===== config.mk =====
export PLATFORM = sky130hd
export DESIGN_NAME = inst_decoder
export DESIGN_NICKNAME = d
export VERILOG_FILES = /design/src/common/core_pkg.sv /design/src/decode/inst_decoder.sv
export SDC_FILE = /design/constraint.sdc
export NUM_CORES = 1
export LEC_CHECK = 0
export ABC_AREA = 1
export ABC_CLOCK_PERIOD_IN_PS = 1230
export BUFFER_PORTS_ARGS = -buffer_cell sky130_fd_sc_hd__buf_4
export CAP_MARGIN = 20
export CORE_MARGIN = 2
export CORE_UTILIZATION = 42
export DETAILED_ROUTE_END_ITERATION = 8
export PLACE_DENSITY_LB_ADDON = 0.15
export SLEW_MARGIN = 30
export SYNTH_ARGS = -nofsm -noshare
export SYNTH_HDL_FRONTEND = slang
export SYNTH_SLANG_ARGS = --single-unit

===== constraint.sdc =====
create_clock -name vclk -period 1.23
set_input_delay 0.0615 -clock vclk [all_inputs]
set_output_delay 0.0615 -clock vclk [all_outputs]
set_load 0.05 [all_outputs]

===== src/common/core_pkg.sv =====
/*
 * shared core definitions
 *   option word width, field positions and field codes
 *   rv32i opcodes and the ebreak word
 *   memory sizes and reset pc
 *   instruction word views by format
 */
`default_nettype none

package core_pkg;

    // option word layout
    localparam int opt_w      = 16;
    localparam int opt_wen    = 0;
    localparam int opt_ren_lo = 1;
    localparam int opt_ren_hi = 2;
    localparam int opt_arg_lo = 3;
    localparam int opt_arg_hi = 4;
    localparam int opt_alu_lo = 5;
    localparam int opt_alu_hi = 7;
    localparam int opt_pc_lo  = 8;
    localparam int opt_pc_hi  = 9;
    localparam int opt_mem_lo = 10;
    localparam int opt_mem_hi = 12;
    localparam int opt_shamt  = 13;
    localparam int opt_uns    = 14;
    localparam int opt_halt   = 15;

    // alu operand pairs
    localparam logic [1:0] arg_zero_imm = 2'b00;
    localparam logic [1:0] arg_pc_imm   = 2'b01;
    localparam logic [1:0] arg_rs1_rs2  = 2'b10;
    localparam logic [1:0] arg_rs1_imm  = 2'b11;

    // alu functions, shr is arithmetic unless opt_uns
    localparam logic [2:0] alu_none = 3'b000;
    localparam logic [2:0] alu_add  = 3'b001;
    localparam logic [2:0] alu_and  = 3'b010;
    localparam logic [2:0] alu_or   = 3'b011;
    localparam logic [2:0] alu_xor  = 3'b100;
    localparam logic [2:0] alu_shl  = 3'b101;
    localparam logic [2:0] alu_shr  = 3'b110;
    localparam logic [2:0] alu_link = 3'b111;

    // next pc; zero code is sequential so an empty word falls through
    localparam logic [1:0] pc_seq  = 2'b00;
    localparam logic [1:0] pc_hold = 2'b01;
    localparam logic [1:0] pc_rel  = 2'b10;
    localparam logic [1:0] pc_reg  = 2'b11;

    // memory ops, loads have the top bit set
    localparam logic [2:0] mem_none = 3'b000;
    localparam logic [2:0] mem_sb   = 3'b001;
    localparam logic [2:0] mem_sh   = 3'b010;
    localparam logic [2:0] mem_sw   = 3'b011;
    localparam logic [2:0] mem_lb   = 3'b101;
    localparam logic [2:0] mem_lh   = 3'b110;
    localparam logic [2:0] mem_lw   = 3'b111;

    // major opcodes
    localparam logic [6:0] op_lui    = 7'b0110111;
    localparam logic [6:0] op_auipc  = 7'b0010111;
    localparam logic [6:0] op_jal    = 7'b1101111;
    localparam logic [6:0] op_jalr   = 7'b1100111;
    localparam logic [6:0] op_load   = 7'b0000011;
    localparam logic [6:0] op_store  = 7'b0100011;
    localparam logic [6:0] op_imm    = 7'b0010011;
    localparam logic [6:0] op_reg    = 7'b0110011;
    localparam logic [6:0] op_system = 7'b1110011;
    localparam logic [31:0] ebreak_word = 32'h0010_0073;

    localparam logic [31:0] reset_pc = 32'h8000_0000;
    // word address bits of instruction ram, byte address bits of data ram
    localparam int imem_aw = 8;
    localparam int dmem_aw = 10;

    typedef struct packed {
        logic [6:0] funct7;
        logic [4:0] rs2;
        logic [4:0] rs1;
        logic [2:0] funct3;
        logic [4:0] rd;
        logic [6:0] opcode;
    } r_fmt_t;

    typedef struct packed {
        logic [11:0] imm;
        logic [4:0]  rs1;
        logic [2:0]  funct3;
        logic [4:0]  rd;
        logic [6:0]  opcode;
    } i_fmt_t;

    typedef struct packed {
        logic [6:0] imm_hi;
        logic [4:0] rs2;
        logic [4:0] rs1;
        logic [2:0] funct3;
        logic [4:0] imm_lo;
        logic [6:0] opcode;
    } s_fmt_t;

    typedef struct packed {
        logic [19:0] imm;
        logic [4:0]  rd;
        logic [6:0]  opcode;
    } u_fmt_t;

    typedef struct packed {
        logic       imm_20;
        logic [9:0] imm_10_1;
        logic       imm_11;
        logic [7:0] imm_19_12;
        logic [4:0] rd;
        logic [6:0] opcode;
    } j_fmt_t;

    typedef union packed {
        r_fmt_t r_fmt;
        i_fmt_t i_fmt;
        s_fmt_t s_fmt;
        u_fmt_t u_fmt;
        j_fmt_t j_fmt;
    } inst_t;

endpackage

`default_nettype wire


===== src/decode/inst_decoder.sv =====
/*
 * instruction decoder
 *   register indices from fixed fields
 *   immediate by format
 *   option word by opcode and funct3/funct7
 */
`default_nettype none

module inst_decoder (
    input  logic [31:0]               inst,
    output logic [4:0]                rs1,
    output logic [4:0]                rs2,
    output logic [4:0]                rd,
    output logic [31:0]               imm,
    output logic [core_pkg::opt_w-1:0] opt
);

    core_pkg::inst_t iw;
    logic [31:0] imm_i, imm_s, imm_u, imm_j;
    logic [2:0]  f3;
    logic [6:0]  f7;
    // option fields before packing
    logic        valid, wen, shamt, uns, halt;
    logic [1:0]  ren, arg, pcs;
    logic [2:0]  alu, mem;

    assign iw  = inst;
    assign f3  = iw.r_fmt.funct3;
    assign f7  = iw.r_fmt.funct7;
    // register fields sit in the same place in every format
    assign rs1 = iw.r_fmt.rs1;
    assign rs2 = iw.r_fmt.rs2;
    assign rd  = iw.r_fmt.rd;

    assign imm_i = {{20{iw.i_fmt.imm[11]}}, iw.i_fmt.imm};
    assign imm_s = {{20{iw.s_fmt.imm_hi[6]}}, iw.s_fmt.imm_hi, iw.s_fmt.imm_lo};
    assign imm_u = {iw.u_fmt.imm, 12'b0};
    assign imm_j = {{11{iw.j_fmt.imm_20}}, iw.j_fmt.imm_20, iw.j_fmt.imm_19_12,
                    iw.j_fmt.imm_11, iw.j_fmt.imm_10_1, 1'b0};

    always_comb begin
        valid = 1'b1;
        wen   = 1'b1;
        ren   = 2'b01;
        arg   = core_pkg::arg_rs1_imm;
        alu   = core_pkg::alu_add;
        pcs   = core_pkg::pc_seq;
        mem   = core_pkg::mem_none;
        shamt = 1'b0;
        uns   = 1'b0;
        halt  = 1'b0;
        imm   = imm_i;
        case (iw.r_fmt.opcode)
            core_pkg::op_lui: begin
                ren = 2'b00;
                arg = core_pkg::arg_zero_imm;
                imm = imm_u;
            end
            core_pkg::op_auipc: begin
                ren = 2'b00;
                arg = core_pkg::arg_pc_imm;
                imm = imm_u;
            end
            core_pkg::op_jal: begin
                ren = 2'b00;
                arg = core_pkg::arg_pc_imm;
                alu = core_pkg::alu_link;
                pcs = core_pkg::pc_rel;
                imm = imm_j;
            end
            core_pkg::op_jalr: begin
                alu   = core_pkg::alu_link;
                pcs   = core_pkg::pc_reg;
                valid = (f3 == 3'b000);
            end
            core_pkg::op_load: begin
                // lbu/lhu reuse lb/lh with uns
                mem   = {1'b1, f3[1:0] + 2'b01};
                uns   = f3[2];
                valid = (f3[1:0] != 2'b11) && !(f3[2] && f3[1]);
            end
            core_pkg::op_store: begin
                wen   = 1'b0;
                ren   = 2'b11;
                imm   = imm_s;
                mem   = {1'b0, f3[1:0] + 2'b01};
                valid = (f3[2] == 1'b0) && (f3[1:0] != 2'b11);
            end
            core_pkg::op_imm, core_pkg::op_reg: begin
                if (iw.r_fmt.opcode == core_pkg::op_reg) begin
                    ren = 2'b11;
                    arg = core_pkg::arg_rs1_rs2;
                end
                // shamt from imm only for the immediate forms
                shamt = (f3[1:0] == 2'b01) && (iw.r_fmt.opcode == core_pkg::op_imm);
                case (f3)
                    3'b000: alu = core_pkg::alu_add;
                    3'b100: alu = core_pkg::alu_xor;
                    3'b110: alu = core_pkg::alu_or;
                    3'b111: alu = core_pkg::alu_and;
                    3'b001: alu = core_pkg::alu_shl;
                    3'b101: alu = core_pkg::alu_shr;
                    default: valid = 1'b0;
                endcase
                // srl/srli logical, sra/srai arithmetic
                uns = (f3 == 3'b101) && !f7[5];
                // funct7 only free for immediates, except bit 5 on right shifts
                if ((iw.r_fmt.opcode == core_pkg::op_reg || f3[1:0] == 2'b01) &&
                    (f7 & {1'b1, f3 != 3'b101, 5'b11111}) != 7'b0) begin
                    valid = 1'b0;
                end
            end
            core_pkg::op_system: begin
                wen   = 1'b0;
                ren   = 2'b00;
                alu   = core_pkg::alu_none;
                pcs   = core_pkg::pc_hold;
                halt  = 1'b1;
                valid = (inst == core_pkg::ebreak_word);
            end
            default: valid = 1'b0;
        endcase
    end

    // unknown encodings pack to an all-zero word
    always_comb begin
        opt = '0;
        if (valid) begin
            opt[core_pkg::opt_wen] = wen;
            opt[core_pkg::opt_ren_hi:core_pkg::opt_ren_lo] = ren;
            opt[core_pkg::opt_arg_hi:core_pkg::opt_arg_lo] = arg;
            opt[core_pkg::opt_alu_hi:core_pkg::opt_alu_lo] = alu;
            opt[core_pkg::opt_pc_hi:core_pkg::opt_pc_lo]   = pcs;
            opt[core_pkg::opt_mem_hi:core_pkg::opt_mem_lo] = mem;
            opt[core_pkg::opt_shamt] = shamt;
            opt[core_pkg::opt_uns]   = uns;
            opt[core_pkg::opt_halt]  = halt;
        end
    end

endmodule

`default_nettype wire


==> results by group, run 1 <==
Yosys
  • Area share of the largest cell type after synthesis: 16.8%
  • Syn nets: 263
  • Yosys warns: 0
  • Sequential area share after synthesis: 0%
  • Cell variety after synth: 28
  • Cell taking the most area after synthesis: nand2_1
  • Mapped Cells: 227
  • Synth Area per Inst: 5.23 um^2
  • Synthesized area: approximately 1200 um^2
  • Synth area leaders: nand2_1 (17%), buf_4 (11%), inv_1 (10%)

Floorplan
  • Initial core utilization: 43.8%
  • Top Ports: 95
  • Die outline width: 57.1 um
  • Num rows: 19
  • DIE HEIGHT: 57.1 um

CTS
  • CTS Hold Bufs: 0
  • Cts repair resizes: 75
  • Post-CTS Setup Inserts: 7

Placed design
  • Hpwl dp: 4580 um
  • Gpl congestion: 0.846
  • Buffers on Ports: 95
  • Post-Place Cell Area: 2480 um^2

Status
  • Last stage: clock tree synthesis
  • Status: aborted with a tool error
  • Log Error: [ERROR DPL-0038] Utilization greater than 100%, impossible to legalize
cell families after synthesis:
family / share of synthesized area, %
compound gates: 23.9
fa+ha+maj: 4.22
buf+inv: 27.1
simple gates: 44.7
cell usage after synthesis:
| cell type | number |
|---|---|
| and2_1 | 1 |
| buf_1 | 1 |
| buf_4 | 18 |
| a31oi_1 | 1 |
| inv_4 | 1 |
| nand2_1 | 53 |
| a21oi_2 | 10 |
| o21ai_0 | 20 |
| nor2_2 | 5 |
| nand4_1 | 3 |
| o21ai_1 | 2 |
| nand2_2 | 7 |
| nor2_1 | 29 |
| inv_2 | 4 |
| inv_1 | 33 |
| clkbuf_1 | 1 |
| nand3_1 | 8 |
| a21oi_4 | 1 |
| nor2_8 | 1 |
| nand3_2 | 1 |
| o211ai_1 | 1 |
| nand2_4 | 1 |
| nor2_4 | 1 |
| buf_6 | 3 |
| ha_1 | 4 |
| nor3_1 | 6 |
| a21oi_1 | 10 |
| o22ai_1 | 1 |
metrics by stage:
| step | setup slack [ns] | util (%) | TNS, ns | instances |
|---|---|---|---|---|
| after detailed placement | -0.505 | 91.4 | -10.26 | 389 |
| after global placement | -0.432 | 91.4 | -8.18 | 389 |
| after floorplan | -0.373 | - | -6.73 | 227 |
==> run 2, diff against run 1 <==
--- a/config.mk
+++ b/config.mk
@@ -9,9 +9,9 @@
 export ABC_CLOCK_PERIOD_IN_PS = 1230
 export BUFFER_PORTS_ARGS = -buffer_cell sky130_fd_sc_hd__buf_4
 export CAP_MARGIN = 20
-export CORE_MARGIN = 2
-export CORE_UTILIZATION = 42
+export CORE_AREA = 2 2 63 65
 export DETAILED_ROUTE_END_ITERATION = 8
+export DIE_AREA = 0 0 65 67
 export PLACE_DENSITY_LB_ADDON = 0.15
 export SLEW_MARGIN = 30
 export SYNTH_ARGS = -nofsm -noshare
==> run 2 against run 1 <==
  * The flow now finishes, with violations (negative setup slack)
  * Synthesized cell count did not move
  * Area after synthesis did not move
==> results by group, run 2 <==
Status
  • Status: finished with violations
  • Failing checks: negative setup slack

GRT
  • GRT Total Usage: 24.5%
  • Initial antenna violation count: 0
  • GRT Residual Overflow: 0
  • Pin count of the biggest net entering global routing: 14
  • First-pass GRT wire length: 8460 um
  • Number of global-route vias before repair: between 1500 and 2000

CTS
  • CTS Hold Bufs: 0 (unchanged)

Floorplan
  • Num rows: 22 (+3)
  • DIE HEIGHT: 67 um (+17%)
  • Die area: approximately 4400 um^2
  • Core footprint: 3610 um^2
  • Die outline width: 65 um (+14%)
  • Initial core utilization: 32.9% (-11 points)
  • Top Ports: 95 (unchanged)

Worst hold path
  • Worst hold path type: in -> out
  • Hold path endpoint: rd[3]
  • Hold path depth: 3
  • Min-delay src: inst[10]

Setup path
  • Worst Setup End Kind: primary output
  • Worst path arrival time: 1.54 ns
  • Critical Path Start: inst[13]
  • CP max stage delay: 0.17 ns
  • CP Class: in -> out
  • Crit-path most repeated cell: nor2_4
  • Req. time, crit path: around 1.2 ns
  • CP Launch Type: input pin
  • Worst-path cell chain: buf_12 > inv_16 > ha_4 > inv_4 > nor2_4 > nand2_2 > nor2_2 > nand2_2 > nor2_4 > nor2_4 > clkbuf_16 > a21oi_4 > buf_6
  • Slowest cell on crit path: clkbuf_16
  • CP Max Fanout: 6
  • CP top delay family: simple AND/OR/NAND/NOR gates
  • CP Buf/Inv Count: 5

STA
  • Tcrit/Tclk final: 130%
  • Sum Neg Setup Slack: -5.31 ns
  • Fin. max-slew vios: 0
  • Final min period: 1.60 ns
  • Slew @ Worst Pin: around 0.28 ns
  • Setup WS post-layout: -0.367 ns
  • Slew margin rel.: approximately 81%
  • Unrepaired setup endpoints after global routing: true
  • Fmax: 626 MHz
  • Hold Violations, Final: 0
  • Finish-stage setup viols: 17

Final layout
  • Nets: 401
  • Most frequent cells in the layout: buf_4 (106), nand2_1 (39), buf_6 (34)
  • Clk_buf instances: 0
  • Synth-to-layout area growth: 162%
  • Post-Layout Cell Count: around 410
  • Commonest non-fill, non-tap cell in the layout: buf_4
  • ANT cells: 0
  • Share of cells above drive strength 1: about two thirds
  • Core Util, Final: 86.2%
  • Seq cells: 0
  • Register area: 0 um^2

Routing
  • Routed Antenna Nets: 0
  • DRT Pass-1 Iters: 4
  • Via density: between 4 and 5
  • WL final: 6190 um
  • Total number of vias: between 2000 and 2500
  • DR iter-0 viols: 87
  • Routed wire length per instance: 15.1 um
  • Residual DRC: 0

Power
  • Peak supply drop: 0.000364 V
  • Power Total: 0.00113 W
  • Lkg Pwr: 1.50 nW
  • Pwr Density: between 300 and 400 nW/um^2

Yosys
  • Synthesized area: 1190 um^2 (unchanged)
  • Cell variety after synth: 28 (unchanged)
  • Synth Area per Inst: 5.23 um^2 (unchanged)
  • Area share of the largest cell type after synthesis: 16.8% (unchanged)
  • Yosys warns: 0 (unchanged)
  • Cell taking the most area after synthesis: nand2_1
  • Synth area leaders: nand2_1 (17%), buf_4 (11%), inv_1 (10%)
  • Top-count cell post-synth: nand2_1
  • Syn nets: 263 (unchanged)
  • Commonest cells post-synth: nand2_1 (53), inv_1 (33), nor2_1 (29)
  • Sequential area share after synthesis: 0% (unchanged)
  • Mapped Cells: 227 (unchanged)

Placed design
  • Buffers on Ports: 95 (unchanged)
  • Placed Instances: 400 (+2.8%)
  • Hpwl dp: 4080 um (-11%)
  • Gpl congestion: 0.939 (+11%)

Job
  • Max Cap Violations: 0
==> run 2: cell counts after synthesis <==
No cell type changed its count.
==> run 2: per-stage QoR <==
stage | hold WS (ns) | area, um^2 | setup WS, ns
6_report | 0.484 | 3110 | -0.367
5_1_grt | 0.499 | 3110 | -0.430
4_1_cts | 0.485 | 2880 | -0.191
3_5_place_dp | 0.485 | 2450 | -0.476
3_3_place_gp | 0.483 | 2450 | -0.446
2_1_floorplan | 0.290 | 1440 | -0.373
==> run 2: layout make-up <==
type	count	area, um^2
repair buffers	159	1500
multi-input cells	166	1340
fillers	212	497
inverters	38	203
well taps	48	60.1
==> run 2: worst max path at each step <==
stage / to / slack, ns / cells past startpoint
floorplan: opt[10] / -0.37 / 11
detailed placement: opt[2] / -0.48 / 10
global placement: opt[1] / -0.45 / 10
finish: opt[5] / -0.37 / 13
CTS: opt[10] / -0.19 / 13
global route: opt[5] / -0.43 / 13
==> run 2: cell families (layout without fill, tap and decap cells) <==
kind of cell	after synthesis	count (layout)	synth area share, %
simple gates	116	116	44.7
compound gates	46	46	23.9
fa+ha+maj	4	4	4.22
buf+inv	61	197	27.1
==> run 2: tightest hold or removal path, stage by stage <==
cell,delay (ns)
buf_4,0.08
buf_4,0.09
buf_4,0.18
==> run 2: where the power goes <==
part           switching [W]  internal (W)
logic               0.000689      0.000440
registers                  0             0
clock network              0             0
==> run 2: timing repair <==
action | 4_1_cts | 5_1_grt
setup buffers | 11 | 4
gates cloned | 0 | 1
gates resized for setup | 85 | 48
endpoints found under the setup margin | 41 | 35
hold endpoints to repair | 0 | 0
pin swaps | 20 | 14
==> run 2: per-layer routing <==
layer	global-route usage [%]	vias to the layer above	share of wire, %
li1	-	976	-
met3	3.89	27	6.5
met4	3.99	0	4.3
met2	50.8	98	54
met5	0	-	0
met1	25.7	932	35
Power figures use the tool's default switching activity.
